## src/rtl/isa_pkg.sv

```systemverilog
package isa_pkg;

typedef logic [31:0] word_t;
typedef logic [15:0] imm_t;
typedef logic [3:0]  tag_t;
typedef logic [4:0]  exc_code_t;

typedef enum logic [3:0] {
	OP_LW,
	OP_LH,
	OP_LHU,
	OP_LB,
	OP_LBU,
	OP_LWL,
	OP_LWR,
	OP_SW,
	OP_SH,
	OP_SB,
	OP_SWL,
	OP_SWR
} mem_op_t;

typedef enum logic {
	FU_LOAD,
	FU_STORE
} fu_t;

// cp0 cause codes
localparam exc_code_t EXC_TLBL = 5'd2;
localparam exc_code_t EXC_TLBS = 5'd3;
localparam exc_code_t EXC_ADEL = 5'd4;
localparam exc_code_t EXC_ADES = 5'd5;

function automatic fu_t fu_kind(mem_op_t op);
	case (op)
		OP_SW, OP_SH, OP_SB, OP_SWL, OP_SWR: return FU_STORE;
		default: return FU_LOAD;
	endcase
endfunction

function automatic logic is_store(mem_op_t op);
	return fu_kind(op) == FU_STORE;
endfunction

endpackage

```

## src/rtl/mem_pkg.sv

```systemverilog
package mem_pkg;

typedef logic [31:0] vaddr_t;
typedef logic [31:0] paddr_t;
typedef logic [3:0]  byte_en_t;

localparam byte_en_t BE_ALL = 4'b1111;

// unmapped kernel segments
localparam vaddr_t KSEG0_BASE = 32'h8000_0000;
localparam vaddr_t KSEG1_BASE = 32'hA000_0000;
localparam vaddr_t KSEG2_BASE = 32'hC000_0000;

// kseg0/kseg1 drop the top three bits
localparam paddr_t PHYS_MASK = 32'h1FFF_FFFF;

endpackage

```

## src/rtl/dbus_arbiter.sv

```systemverilog
`timescale 1ns/1ps

module dbus_arbiter #(
	parameter int LANES = 2
) (
	input  logic                                clk,
	input  logic                                arst_n,
	input  logic [LANES-1:0]                    rd_req,
	input  mem_pkg::paddr_t [LANES-1:0]         rd_paddr,
	input  mem_pkg::byte_en_t [LANES-1:0]       rd_be,
	input  logic                                dbus_ready,
	input  logic                                dbus_rdata_valid,
	input  isa_pkg::word_t                      dbus_rdata,
	output logic [LANES-1:0]                    rd_data_valid,
	output isa_pkg::word_t                      rd_data,
	output logic                                dbus_req_valid,
	output mem_pkg::paddr_t                     dbus_paddr,
	output mem_pkg::byte_en_t                   dbus_be
);

localparam int IW = (LANES > 1) ? $clog2(LANES) : 1;

typedef enum logic [1:0] {
	ARB_IDLE,
	ARB_REQ,
	ARB_RESP
} arb_state_t;

arb_state_t state;
logic [IW-1:0] owner;
logic [IW-1:0] lowest;

always_comb begin
	lowest = '0;
	for (int i = LANES - 1; i >= 0; i--)
		if (rd_req[i])
			lowest = IW'(i);
end

// one read in flight, owner fixed until the response
always_ff @(posedge clk or negedge arst_n) begin
	if (!arst_n) begin
		state <= ARB_IDLE;
		owner <= '0;
	end else begin
		unique case (state)
			ARB_IDLE:
				if (|rd_req) begin
					owner <= lowest;
					state <= ARB_REQ;
				end
			ARB_REQ:
				if (dbus_ready)
					state <= ARB_RESP;
			ARB_RESP:
				if (dbus_rdata_valid)
					state <= ARB_IDLE;
			default:
				state <= ARB_IDLE;
		endcase
	end
end

assign dbus_req_valid = (state == ARB_REQ);
assign dbus_paddr     = rd_paddr[owner];
assign dbus_be        = rd_be[owner];
assign rd_data        = dbus_rdata;

always_comb begin
	rd_data_valid = '0;
	if (state == ARB_RESP && dbus_rdata_valid)
		rd_data_valid[owner] = 1'b1;
end

endmodule

```

## src/rtl/lsu.sv

```systemverilog
`timescale 1ns/1ps

module lsu (
	input  logic               clk,
	input  logic               arst_n,
	input  logic               start,
	input  isa_pkg::mem_op_t   op,
	input  isa_pkg::word_t     base,
	input  isa_pkg::word_t     rt,
	input  isa_pkg::imm_t      imm,
	input  isa_pkg::tag_t      tag,
	input  logic               rd_data_valid,
	input  isa_pkg::word_t     rd_data,
	input  logic               grant,
	output logic               busy,
	output logic               rd_req,
	output mem_pkg::paddr_t    rd_paddr,
	output mem_pkg::byte_en_t  rd_be,
	output logic               done,
	output isa_pkg::tag_t      res_tag,
	output isa_pkg::word_t     res_data,
	output logic               res_is_store,
	output mem_pkg::paddr_t    res_paddr,
	output mem_pkg::byte_en_t  res_be,
	output isa_pkg::word_t     res_wrdata,
	output logic               res_exc_valid,
	output isa_pkg::exc_code_t res_exc_code,
	output mem_pkg::vaddr_t    res_badvaddr
);

typedef enum logic [1:0] {
	IDLE,
	WAIT_MAP,
	WAIT_DATA,
	DONE
} state_t;

state_t state, state_d;

isa_pkg::mem_op_t op_q;
isa_pkg::word_t base_q;
isa_pkg::word_t rt_q;
isa_pkg::imm_t imm_q;
isa_pkg::tag_t tag_q;

mem_pkg::vaddr_t vaddr;
logic [1:0] off;
logic store;
logic map_request;
logic map_ready;
logic map_miss;
mem_pkg::paddr_t map_paddr;

mem_pkg::byte_en_t be;
isa_pkg::word_t wrdata;
logic unaligned;
logic exc;
isa_pkg::exc_code_t exc_code;

isa_pkg::word_t rd_shr;
isa_pkg::word_t rd_shl;
isa_pkg::word_t mask;
isa_pkg::word_t load_data;

always_ff @(posedge clk) begin
	if (start) begin
		op_q   <= op;
		base_q <= base;
		rt_q   <= rt;
		imm_q  <= imm;
		tag_q  <= tag;
	end
end

assign vaddr = base_q + {{16{imm_q[15]}}, imm_q};
assign off   = vaddr[1:0];
assign store = isa_pkg::is_store(op_q);

assign map_request = (state == WAIT_MAP) & ~map_ready;

seg_map seg_map_i (
	.clk      (clk),
	.arst_n   (arst_n),
	.request  (map_request),
	.vaddr    (vaddr),
	.ready    (map_ready),
	.paddr    (map_paddr),
	.uncached (),
	.miss     (map_miss)
);

// byte lanes and store data shift
always_comb begin
	be        = mem_pkg::BE_ALL;
	wrdata    = '0;
	unaligned = 1'b0;
	unique case (op_q)
		isa_pkg::OP_LW:
			unaligned = |off;
		isa_pkg::OP_SW: begin
			wrdata    = rt_q;
			unaligned = |off;
		end
		isa_pkg::OP_LH, isa_pkg::OP_LHU: begin
			be        = off[1] ? 4'b1100 : 4'b0011;
			unaligned = off[0];
		end
		isa_pkg::OP_SH: begin
			be        = off[1] ? 4'b1100 : 4'b0011;
			wrdata    = rt_q << {off[1], 4'b0000};
			unaligned = off[0];
		end
		isa_pkg::OP_LB, isa_pkg::OP_LBU:
			be = 4'b0001 << off;
		isa_pkg::OP_SB: begin
			be     = 4'b0001 << off;
			wrdata = rt_q << {off, 3'b000};
		end
		isa_pkg::OP_LWL:
			be = mem_pkg::BE_ALL << ~off;
		isa_pkg::OP_LWR:
			be = mem_pkg::BE_ALL >> off;
		isa_pkg::OP_SWL: begin
			be     = mem_pkg::BE_ALL >> ~off;
			wrdata = rt_q >> {~off, 3'b000};
		end
		isa_pkg::OP_SWR: begin
			be     = mem_pkg::BE_ALL << off;
			wrdata = rt_q << {off, 3'b000};
		end
		default: ;
	endcase
end

// address error takes priority over the miss
assign exc = unaligned | map_miss;
always_comb begin
	if (unaligned)
		exc_code = store ? isa_pkg::EXC_ADES : isa_pkg::EXC_ADEL;
	else
		exc_code = store ? isa_pkg::EXC_TLBS : isa_pkg::EXC_TLBL;
end

// load formatting, be doubles as the merge mask for lwl/lwr
assign rd_shr = rd_data >> {off, 3'b000};
assign rd_shl = rd_data << {~off, 3'b000};
assign mask   = {{8{res_be[3]}}, {8{res_be[2]}}, {8{res_be[1]}}, {8{res_be[0]}}};

always_comb begin
	unique case (op_q)
		isa_pkg::OP_LB:  load_data = {{24{rd_shr[7]}}, rd_shr[7:0]};
		isa_pkg::OP_LBU: load_data = {24'b0, rd_shr[7:0]};
		isa_pkg::OP_LH:  load_data = {{16{rd_shr[15]}}, rd_shr[15:0]};
		isa_pkg::OP_LHU: load_data = {16'b0, rd_shr[15:0]};
		isa_pkg::OP_LWL: load_data = (rt_q & ~mask) | (rd_shl & mask);
		isa_pkg::OP_LWR: load_data = (rt_q & ~mask) | (rd_shr & mask);
		default:         load_data = rd_data;
	endcase
end

always_ff @(posedge clk) begin
	if (state == WAIT_MAP && map_ready) begin
		res_paddr     <= map_paddr;
		res_be        <= be;
		res_wrdata    <= wrdata;
		res_is_store  <= store;
		res_exc_valid <= exc;
		res_exc_code  <= exc ? exc_code : '0;
		res_badvaddr  <= vaddr;
		res_data      <= '0;
	end else if (state == WAIT_DATA && rd_data_valid) begin
		res_data <= load_data;
	end
end

always_comb begin
	state_d = state;
	unique case (state)
		IDLE:
			if (start)
				state_d = WAIT_MAP;
		WAIT_MAP:
			if (map_ready)
				state_d = (exc || store) ? DONE : WAIT_DATA;
		WAIT_DATA:
			if (rd_data_valid)
				state_d = DONE;
		DONE:
			if (grant)
				state_d = IDLE;
		default:
			state_d = IDLE;
	endcase
end

always_ff @(posedge clk or negedge arst_n) begin
	if (!arst_n)
		state <= IDLE;
	else
		state <= state_d;
end

assign busy     = (state != IDLE);
assign done     = (state == DONE);
assign rd_req   = (state == WAIT_DATA);
assign rd_paddr = res_paddr;
assign rd_be    = res_be;
assign res_tag  = tag_q;

endmodule

```

## src/rtl/lsu_cluster.sv

```systemverilog
`timescale 1ns/1ps

module lsu_cluster #(
	parameter int LANES = 2
) (
	input  logic               clk,
	input  logic               arst_n,
	input  logic               issue_valid,
	input  isa_pkg::mem_op_t   issue_op,
	input  isa_pkg::word_t     issue_base,
	input  isa_pkg::word_t     issue_rt,
	input  isa_pkg::imm_t      issue_imm,
	input  isa_pkg::tag_t      issue_tag,
	output logic               issue_ready,
	output logic               dbus_req_valid,
	output mem_pkg::paddr_t    dbus_paddr,
	output mem_pkg::byte_en_t  dbus_be,
	input  logic               dbus_ready,
	input  logic               dbus_rdata_valid,
	input  isa_pkg::word_t     dbus_rdata,
	output logic               wb_valid,
	output isa_pkg::tag_t      wb_tag,
	output isa_pkg::word_t     wb_data,
	output logic               wb_is_store,
	output mem_pkg::paddr_t    wb_paddr,
	output mem_pkg::byte_en_t  wb_be,
	output isa_pkg::word_t     wb_wrdata,
	output logic               wb_exc_valid,
	output isa_pkg::exc_code_t wb_exc_code,
	output mem_pkg::vaddr_t    wb_badvaddr
);

// shared payload from the dispatcher
isa_pkg::mem_op_t d_op;
isa_pkg::word_t d_base;
isa_pkg::word_t d_rt;
isa_pkg::imm_t d_imm;
isa_pkg::tag_t d_tag;

logic [LANES-1:0] lane_start;
logic [LANES-1:0] lane_busy;
logic [LANES-1:0] rd_req;
mem_pkg::paddr_t [LANES-1:0] rd_paddr;
mem_pkg::byte_en_t [LANES-1:0] rd_be;
logic [LANES-1:0] rd_data_valid;
isa_pkg::word_t rd_data;

logic [LANES-1:0] lane_done;
logic [LANES-1:0] lane_grant;
isa_pkg::tag_t [LANES-1:0] lane_tag;
isa_pkg::word_t [LANES-1:0] lane_data;
logic [LANES-1:0] lane_is_store;
mem_pkg::paddr_t [LANES-1:0] lane_paddr;
mem_pkg::byte_en_t [LANES-1:0] lane_be;
isa_pkg::word_t [LANES-1:0] lane_wrdata;
logic [LANES-1:0] lane_exc_valid;
isa_pkg::exc_code_t [LANES-1:0] lane_exc_code;
mem_pkg::vaddr_t [LANES-1:0] lane_badvaddr;

lsu_dispatch #(
	.LANES (LANES)
) dispatch_i (
	.clk         (clk),
	.arst_n      (arst_n),
	.issue_valid (issue_valid),
	.issue_op    (issue_op),
	.issue_base  (issue_base),
	.issue_rt    (issue_rt),
	.issue_imm   (issue_imm),
	.issue_tag   (issue_tag),
	.lane_busy   (lane_busy),
	.issue_ready (issue_ready),
	.lane_start  (lane_start),
	.op          (d_op),
	.base        (d_base),
	.rt          (d_rt),
	.imm         (d_imm),
	.tag         (d_tag)
);

for (genvar i = 0; i < LANES; i++) begin : g_lane
	lsu lsu_i (
		.clk           (clk),
		.arst_n        (arst_n),
		.start         (lane_start[i]),
		.op            (d_op),
		.base          (d_base),
		.rt            (d_rt),
		.imm           (d_imm),
		.tag           (d_tag),
		.rd_data_valid (rd_data_valid[i]),
		.rd_data       (rd_data),
		.grant         (lane_grant[i]),
		.busy          (lane_busy[i]),
		.rd_req        (rd_req[i]),
		.rd_paddr      (rd_paddr[i]),
		.rd_be         (rd_be[i]),
		.done          (lane_done[i]),
		.res_tag       (lane_tag[i]),
		.res_data      (lane_data[i]),
		.res_is_store  (lane_is_store[i]),
		.res_paddr     (lane_paddr[i]),
		.res_be        (lane_be[i]),
		.res_wrdata    (lane_wrdata[i]),
		.res_exc_valid (lane_exc_valid[i]),
		.res_exc_code  (lane_exc_code[i]),
		.res_badvaddr  (lane_badvaddr[i])
	);
end

dbus_arbiter #(
	.LANES (LANES)
) arbiter_i (
	.clk              (clk),
	.arst_n           (arst_n),
	.rd_req           (rd_req),
	.rd_paddr         (rd_paddr),
	.rd_be            (rd_be),
	.dbus_ready       (dbus_ready),
	.dbus_rdata_valid (dbus_rdata_valid),
	.dbus_rdata       (dbus_rdata),
	.rd_data_valid    (rd_data_valid),
	.rd_data          (rd_data),
	.dbus_req_valid   (dbus_req_valid),
	.dbus_paddr       (dbus_paddr),
	.dbus_be          (dbus_be)
);

lsu_writeback #(
	.LANES (LANES)
) writeback_i (
	.clk            (clk),
	.arst_n         (arst_n),
	.lane_done      (lane_done),
	.lane_tag       (lane_tag),
	.lane_data      (lane_data),
	.lane_is_store  (lane_is_store),
	.lane_paddr     (lane_paddr),
	.lane_be        (lane_be),
	.lane_wrdata    (lane_wrdata),
	.lane_exc_valid (lane_exc_valid),
	.lane_exc_code  (lane_exc_code),
	.lane_badvaddr  (lane_badvaddr),
	.lane_grant     (lane_grant),
	.wb_valid       (wb_valid),
	.wb_tag         (wb_tag),
	.wb_data        (wb_data),
	.wb_is_store    (wb_is_store),
	.wb_paddr       (wb_paddr),
	.wb_be          (wb_be),
	.wb_wrdata      (wb_wrdata),
	.wb_exc_valid   (wb_exc_valid),
	.wb_exc_code    (wb_exc_code),
	.wb_badvaddr    (wb_badvaddr)
);

endmodule

```

## src/rtl/lsu_dispatch.sv

```systemverilog
`timescale 1ns/1ps

module lsu_dispatch #(
	parameter int LANES = 2
) (
	input  logic                   clk,
	input  logic                   arst_n,
	input  logic                   issue_valid,
	input  isa_pkg::mem_op_t       issue_op,
	input  isa_pkg::word_t         issue_base,
	input  isa_pkg::word_t         issue_rt,
	input  isa_pkg::imm_t          issue_imm,
	input  isa_pkg::tag_t          issue_tag,
	input  logic [LANES-1:0]       lane_busy,
	output logic                   issue_ready,
	output logic [LANES-1:0]       lane_start,
	output isa_pkg::mem_op_t       op,
	output isa_pkg::word_t         base,
	output isa_pkg::word_t         rt,
	output isa_pkg::imm_t          imm,
	output isa_pkg::tag_t          tag
);

logic [LANES-1:0] free;
logic [LANES-1:0] pick;
logic pending;
logic ready_en;
logic launch;
logic accept;

assign free = ~lane_busy;

// lowest free lane wins
always_comb begin
	pick = '0;
	for (int i = LANES - 1; i >= 0; i--)
		if (free[i])
			pick = LANES'(1) << i;
end

assign lane_start = pending ? pick : '0;
assign launch     = |lane_start;

// a lane started this cycle counts as taken
assign issue_ready = ready_en & (~pending | launch) & |(free & ~lane_start);
assign accept      = issue_valid & issue_ready;

always_ff @(posedge clk or negedge arst_n) begin
	if (!arst_n) begin
		pending  <= 1'b0;
		ready_en <= 1'b0;
	end else begin
		pending  <= accept | (pending & ~launch);
		ready_en <= 1'b1;
	end
end

always_ff @(posedge clk) begin
	if (accept) begin
		op   <= issue_op;
		base <= issue_base;
		rt   <= issue_rt;
		imm  <= issue_imm;
		tag  <= issue_tag;
	end
end

endmodule

```

## src/rtl/lsu_writeback.sv

```systemverilog
`timescale 1ns/1ps

module lsu_writeback #(
	parameter int LANES = 2
) (
	input  logic                                 clk,
	input  logic                                 arst_n,
	input  logic [LANES-1:0]                     lane_done,
	input  isa_pkg::tag_t [LANES-1:0]            lane_tag,
	input  isa_pkg::word_t [LANES-1:0]           lane_data,
	input  logic [LANES-1:0]                     lane_is_store,
	input  mem_pkg::paddr_t [LANES-1:0]          lane_paddr,
	input  mem_pkg::byte_en_t [LANES-1:0]        lane_be,
	input  isa_pkg::word_t [LANES-1:0]           lane_wrdata,
	input  logic [LANES-1:0]                     lane_exc_valid,
	input  isa_pkg::exc_code_t [LANES-1:0]       lane_exc_code,
	input  mem_pkg::vaddr_t [LANES-1:0]          lane_badvaddr,
	output logic [LANES-1:0]                     lane_grant,
	output logic                                 wb_valid,
	output isa_pkg::tag_t                        wb_tag,
	output isa_pkg::word_t                       wb_data,
	output logic                                 wb_is_store,
	output mem_pkg::paddr_t                      wb_paddr,
	output mem_pkg::byte_en_t                    wb_be,
	output isa_pkg::word_t                       wb_wrdata,
	output logic                                 wb_exc_valid,
	output isa_pkg::exc_code_t                   wb_exc_code,
	output mem_pkg::vaddr_t                      wb_badvaddr
);

localparam int IW = (LANES > 1) ? $clog2(LANES) : 1;

logic [IW-1:0] sel;
logic any_done;

assign any_done = |lane_done;

// fixed priority, losers keep their result held
always_comb begin
	sel = '0;
	for (int i = LANES - 1; i >= 0; i--)
		if (lane_done[i])
			sel = IW'(i);
end

always_comb begin
	lane_grant = '0;
	if (any_done)
		lane_grant[sel] = 1'b1;
end

always_ff @(posedge clk or negedge arst_n) begin
	if (!arst_n)
		wb_valid <= 1'b0;
	else
		wb_valid <= any_done;
end

always_ff @(posedge clk) begin
	if (any_done) begin
		wb_tag       <= lane_tag[sel];
		wb_data      <= lane_data[sel];
		wb_is_store  <= lane_is_store[sel];
		wb_paddr     <= lane_paddr[sel];
		wb_be        <= lane_be[sel];
		wb_wrdata    <= lane_wrdata[sel];
		wb_exc_valid <= lane_exc_valid[sel];
		wb_exc_code  <= lane_exc_code[sel];
		wb_badvaddr  <= lane_badvaddr[sel];
	end
end

endmodule

```

## src/rtl/seg_map.sv

```systemverilog
`timescale 1ns/1ps

module seg_map (
	input  logic            clk,
	input  logic            arst_n,
	input  logic            request,
	input  mem_pkg::vaddr_t vaddr,
	output logic            ready,
	output mem_pkg::paddr_t paddr,
	output logic            uncached,
	output logic            miss
);

logic in_kseg01;
logic in_kseg1;

assign in_kseg01 = (vaddr >= mem_pkg::KSEG0_BASE) && (vaddr < mem_pkg::KSEG2_BASE);
assign in_kseg1  = (vaddr >= mem_pkg::KSEG1_BASE) && (vaddr < mem_pkg::KSEG2_BASE);

always_ff @(posedge clk or negedge arst_n) begin
	if (!arst_n)
		ready <= 1'b0;
	else
		ready <= request;
end

// no tlb, so kuseg and kseg2/3 just miss
always_ff @(posedge clk) begin
	if (request) begin
		paddr    <= vaddr & mem_pkg::PHYS_MASK;
		uncached <= in_kseg1;
		miss     <= ~in_kseg01;
	end
end

endmodule
```

## config.mk

```make
export PLATFORM = sky130hd
export DESIGN_NAME = lsu_cluster
export DESIGN_NICKNAME = d
export VERILOG_FILES = /design/src/rtl/isa_pkg.sv /design/src/rtl/mem_pkg.sv /design/src/rtl/dbus_arbiter.sv /design/src/rtl/lsu.sv /design/src/rtl/lsu_cluster.sv /design/src/rtl/lsu_dispatch.sv /design/src/rtl/lsu_writeback.sv /design/src/rtl/seg_map.sv
export SDC_FILE = /design/constraint.sdc
export NUM_CORES = 1
export LEC_CHECK = 0
export BUFFER_PORTS_ARGS = -buffer_cell sky130_fd_sc_hd__buf_4
export CAP_MARGIN = 20
export CORE_ASPECT_RATIO = 0.8
export CORE_UTILIZATION = 30
export DETAILED_ROUTE_END_ITERATION = 10
export GPL_TIMING_DRIVEN = 0
export PLACE_DENSITY = 0.56
export SYNTH_ARGS = -nofsm -noshare
export SYNTH_HDL_FRONTEND = slang
export SYNTH_SLANG_ARGS = --single-unit
```

## constraint.sdc

```tcl
create_clock -name clk -period 5.5 [get_ports clk]
set_input_delay 1.375 -clock clk [delete_from_list [all_inputs] [get_ports clk]]
set_output_delay 1.375 -clock clk [all_outputs]
set_load 0.02 [all_outputs]
```

---- Word level (Yosys, flattened, before mapping) ----
Index checks and enable logic that the tools add are counted.
word-level totals
  register bits after elaboration ......... 751
  output and inout bits ................... 182
cells by class
  add/sub/neg operators ................... 2
  multiplexer cells ....................... 69
  magnitude comparators ................... 8
  reduce and logical (&&, ||, !) cells .... 38
  equality and inequality tests ........... 41
  shifts and indexed selects .............. 20
  bitwise operators ....................... 33
operators with widths
  kind                    count
  $pmux W32 S6            2
  $mux W32                8
  $pmux W32 S4            2
  $and A32 B32 Y32        6
  $shl A32 B5 Y32         6
  $or A32 B32 Y32         4
  $shr A32 B5 Y32         4
  $add A32 B32 Y32        2
  $ge A32 B32 Y1 const B  2
  $lt A32 B32 Y1 const B  2
  $not A32 Y32            2
  $mux W29                2
  $pmux W4 S6             2
  $eq A4 B3 Y1 const B    8
  $eq A4 B4 Y1 const B    8
  $mux W2                 16
  $mux W4                 8
  $mux W5                 4
  $reduce_or A2 Y1        10
  $mux W1                 18
  $eq A4 B2 Y1 const B    4
  $pmux W2 S4             2
  $shl A4 B2 Y4 const A   4
  $shr A4 B2 Y4 const A   4
  other kinds (26)        81

---- Depth between registers and ports, before layout ----
  depth after elaboration ................. 11
  gate-level depth with buffers ........... 13

---- Hierarchy ----
From an unflattened synthesis, not the netlist that was laid out.
second synthesis, totals
  cell total of the unflattened synthesis .. 2,794
  area, all modules ....................... 35,894.4 um^2
by module, submodules not included
  module                 cells each  area each (um^2)  times used
  lsu (g_lane[0].lsu_i)  1,109       12,064.1          1
  lsu (g_lane[1].lsu_i)  1,115       11,922.7          1
  lsu_writeback          307         6,308.6           1
  lsu_dispatch           100         2,745.1           1
  seg_map                38          997.2             2
  dbus_arbiter           87          859.6             1

---- Worst setup path after synthesis ----
OpenSTA, ideal clock, no wires.
  path type ............................... register -> register
  start point ............................. reg g_lane[1].lsu_i.state[1]
  end point ............................... reg g_lane[1].lsu_i.res_data[20]
  library setup time ...................... 0.306 ns
  required time ........................... 5.194 ns
  data arrival time ....................... 4.001 ns
  setup slack ............................. 1.193 ns
  path buffers ............................ 1
  period minus slack after synthesis ...... 4.307 ns
  stages on the path, launching flop included .. 7
  cells stage by stage .................... dfrtp_1 -> inv_1 -> ha_1 -> nand2_1 -> inv_1 -> clkbuf_1 -> nor4_1
between the ends
  word-level cells in the longest chain between the ends .. 2
  elaborated cells on any way between the ends .. 4
  classes of those cells .................. 2 x eq/ne; 2 x reduce/logical
RTL lines
  element                                              line                    source
  from (decl)                                          lsu.sv:38               state_t state, state_d;
  from (signal assigned)                               lsu.sv:200              state <= state_d;
  $eq A2 B2 Y1 / $eq A2 B1 Y1 (equally long branches)  lsu.sv:171, lsu.sv:162
  $logic_and A1 B1 Y1, on equally long branches        lsu.sv:171, lsu.sv:162
  to (signal assigned)                                 lsu.sv:172              res_data <= load_data;
  to (decl)                                            lsu.sv:21               output isa_pkg::word_t res_data,
Parallel ways exist; a longest one is shown, timed or not.
A chain may end at the register's enable or synchronous reset.

---- Final worst setup path ----
  start point ............................. reg arbiter_i.owner
  end point ............................... out dbus_be[2]
between the ends
  word-level cells in the longest chain between the ends .. 2
RTL lines
  element                                     line                source
  from (decl)                                 dbus_arbiter.sv:30  logic [IW-1:0] owner;
  from (signal assigned)                      dbus_arbiter.sv:49  owner <= lowest;
  $mux W4 (implied by the code) (2 in a row)  dbus_arbiter.sv:66  assign dbus_be = rd_be[owner];
  to (decl)                                   lsu_cluster.sv:17   output mem_pkg::byte_en_t dbus_be,
No other way between the ends. The select of a mux whose other input is x is not followed.

==> impl_metrics.toml <==
[detailed_routing]
drt_iter0_drc = 2945
wl_mm = 122
vias = 24600
drc = 0
viasPerCell = 5.33
drt-pass1-iter-count = 8
ant_nets = 0
wl_per_cell_microns = 26.4

[layout]
multi_input_area_sq_mm = 0.0121
fillerInstances = 11000
design_area_sq_mm = 0.0416
syn_to_final_growth_pct = 20.3
fin_cells = 4616
nNetsFinal = 3240
drive_above_1_share = 0.239
final-seq-area_sq_mm = 0.0216

[pwr]
combPwrFrac = 0.329
power_density_mw_per_mm2 = 520
switching_share = 0.350
max-vdd-ir-drop_v = 0.000287
p_int_uw = 14100
pwr-share-seq = 0.420
design_power_total_uw = 21600
p_clk_frac = 0.251
p_leak_uw = 0.0147
p_sw_uw = 7580

[hold_path]
holdCritPathClass = "flop to flop"
whs_endpoint = "g_lane[0].lsu_i.rd_paddr[13]$_DFFE_PP_"
hold_depth = 0
hp-start = "g_lane[0].lsu_i.seg_map_i.paddr[13]$_DFFE_PP_"

[synthesis]
synth_area_sq_mm = 0.0346
synthTopCellsByArea = "edfxtp_1 (58%), mux2_2 (7.1%), dfxtp_1 (3.7%), a21oi_1 (3.1%), o21ai_0 (2.6%)"
synth_area_leader_cell = "edfxtp_1"
synth_common_cells = "edfxtp_1 (666), mux2_2 (217), a21oi_1 (214), o21ai_0 (179), nand2_1 (165)"
synth-edff-count = 666
synth_ff_type = "edfxtp_1"
synth.ff_latch_count = 742
synth.distinct_cells = 88
synth.most_common_cell = "edfxtp_1"
syn_area_per_cell_sq_um = 13.0
syn-instance-count = 2659
ys_seq_area_frac = 0.624
synthArstFlopShare = 0.0162
synth_top_area_share = 0.578
ys_warn_count = 0

[place]
io_buffers = 279
place_congestion = 0.963
dp_slack_ns = 1.46
placed_cells = 4471
place_area_sq_mm = 0.0389
dp_hpwl_mm = 90.7

[setup_path]
startpoint_type = "flop"
rr_worst_depth = 12
path_cells = "clkbuf_1 > buf_1 > mux2_2 > buf_4"
path_class = "flop to primary output"
required_ns = 4.12
reg2reg_from = "g_lane[1].lsu_i.imm_q[0]$_DFFE_PP_"
endpoint_kind = "primary output"
slowest_delay_ns = 0.85
worstPathArrival_ns = 3.31
timing.rr.end = "g_lane[1].lsu_i.res_wrdata[0]$_DFFE_PP_"
worstPathMaxFanout = 10
crit_slowest_cell = "buf_1"
r2r_setup_slack_ns = 1.28

[cts]
clock_sinks = 742
ctsResizeCount = 0
tritoncts = "yes"
h-tree-depth = 3
clock_path_buffers = 3
cts_hold_buf = 0
numCtsBuffers = 80
post_cts_buffers = 0
cts.clk_slew.worst_paths_ns = 0.06
clk_latency_ns = 0.70
cts_root_buf = "clkbuf_16"

[sta]
timing.fmax_ghz = 0.213
maxSlewHeadroom = 0.281
worst_slack_ns = 0.812
final-hold-violation-count = 0
slew_viol_final = 0
setup_viol = 0
finalSetupTns_ns = 0
rsz0062_at_grt = "false"
clock_skew_ns = 0.0499
finalCriticalPeriod_ns = 4.69
worst_pin_slew_ns = 1.08
fin_crit_sh = 0.852

[global_routing]
grt-ovfl-total = 0
grt_pass1_vias = 23800
track_usage = 0.204
antenna_found_initial = 7
grt_max_degree = 57
grt_pass1_wl_mm = 172

[die]
core_area_sq_mm = 0.113
num_rows = 110
die-width_microns = 382
num_io_pins = 307
fp.dieH_microns = 306
initial_core_util = 0.305
dieArea_sq_mm = 0.117

[run_status]
outcome = "finished clean"

[job]
maxCapViolCount = 0
[power groups by stage]
stage	registers, uW	clock network, uW	logic, uW
global route	9220	5800	7600
finish	9090	5440	7110
CTS	9080	5580	7180
detailed placement	9180	0	7150
global placement	9420	0	6920
floorplan	9660	0	3410
[critical path, delay by kind of cell (launching register included)]
family	cells	cell delay [ns]
multiplexers	1	0.49
buffers and inverters	3	1.79
flip-flops	1	0.34
[cells in the final DEF, fill, tap and decap left out, drive strengths merged, types with 41 or more instances in the layout]
cell / instances
nand2: 165
nand3: 47
mux2i: 41
inv: 41
buf: 365
clkbuf: 205
dfxtp: 64
o211ai: 69
o21ai: 188
edfxtp: 666
nor2: 122
ha: 71
nor3: 67
mux2: 217
a22oi: 75
a21oi: 221
[area by class of cell]
cell class / count / share of cell area
Sequential cell: 742 / 0.519
Multi-Input combinational cell: 1703 / 0.291
Timing Repair Buffer: 294 / 0.0581
Clock buffer: 95 / 0.0505
Tap cell: 1512 / 0.0455
Buffer: 181 / 0.0192
Clock inverter: 47 / 0.0131
Inverter: 40 / 0.00361
Antenna cell: 2 / 0.000120
[per-stage QoR]
stage / util / hold WS (ns)
after floorplan: - / 0.400
after global placement: 0.340 / 0.403
after detailed placement: 0.343 / 0.405
after CTS: 0.367 / 0.406
after global routing: 0.367 / 0.419
final: 0.367 / 0.416
[cells by family (layout without fill, tap and decap cells)]
logic type | after synthesis | in the layout | synth area share
other | 2 | 11 | 0.000217
multiplexers | 274 | 274 | 0.0930
flip-flops | 742 | 742 | 0.624
AND/OR/NAND/NOR | 530 | 530 | 0.0722
buffers and inverters | 221 | 657 | 0.0273
adder cells (fa/ha/maj) | 73 | 73 | 0.0269
AO/OA/AOI/OAI | 757 | 757 | 0.141
XOR/XNOR | 60 | 60 | 0.0152
[worst max-delay path by stage]
stage | startpoint | end | slack, ns | depth (start not counted)
after floorplan | g_lane[1].lsu_i.state[1]$_DFFE_PN0P_ | g_lane[1].lsu_i.res_data[20]$_SDFFE_PP0P_ | 1.19 | 6
after global placement | g_lane[1].lsu_i.state[1]$_DFFE_PN0P_ | g_lane[1].lsu_i.res_data[20]$_SDFFE_PP0P_ | -1.93 | 6
after detailed placement | arbiter_i.owner$_DFFE_PN0P_ | dbus_be[2] | 1.46 | 4
after CTS | arbiter_i.owner$_DFFE_PN0P_ | dbus_be[2] | 0.69 | 4
after global routing | arbiter_i.owner$_DFFE_PN0P_ | dbus_be[2] | 0.70 | 4
final | arbiter_i.owner$_DFFE_PN0P_ | dbus_be[2] | 0.81 | 4
[flip-flops by register name, indices dropped and copies added (netlist names), 8 cells and up]
| name | flops |
|---|---|
| g_lane.lsu_i.base_q | 64 |
| g_lane.lsu_i.res_badvaddr | 64 |
| g_lane.lsu_i.res_data | 64 |
| g_lane.lsu_i.res_wrdata | 64 |
| g_lane.lsu_i.rt_q | 64 |
| g_lane.lsu_i.rd_paddr | 58 |
| g_lane.lsu_i.seg_map_i.paddr | 58 |
| dispatch_i.base | 32 |
| dispatch_i.rt | 32 |
| g_lane.lsu_i.imm_q | 32 |
| writeback_i.wb_badvaddr | 32 |
| writeback_i.wb_data | 32 |
| writeback_i.wb_wrdata | 32 |
| writeback_i.wb_paddr | 29 |
| dispatch_i.imm | 16 |
| g_lane.lsu_i.op_q | 8 |
| g_lane.lsu_i.rd_be | 8 |
| g_lane.lsu_i.res_tag | 8 |
[per-layer routing]
| layer | vias up | part of all wire | GRT usage |
|---|---|---|---|
| li1 | 11100 | - | - |
| met1 | 12200 | 0.44 | 0.278 |
| met2 | 1146 | 0.45 | 0.314 |
| met3 | 222 | 0.083 | 0.0512 |
| met4 | 10 | 0.034 | 0.0695 |
| met5 | - | 0.00044 | 0 |
Power figures use the tool's default switching activity.
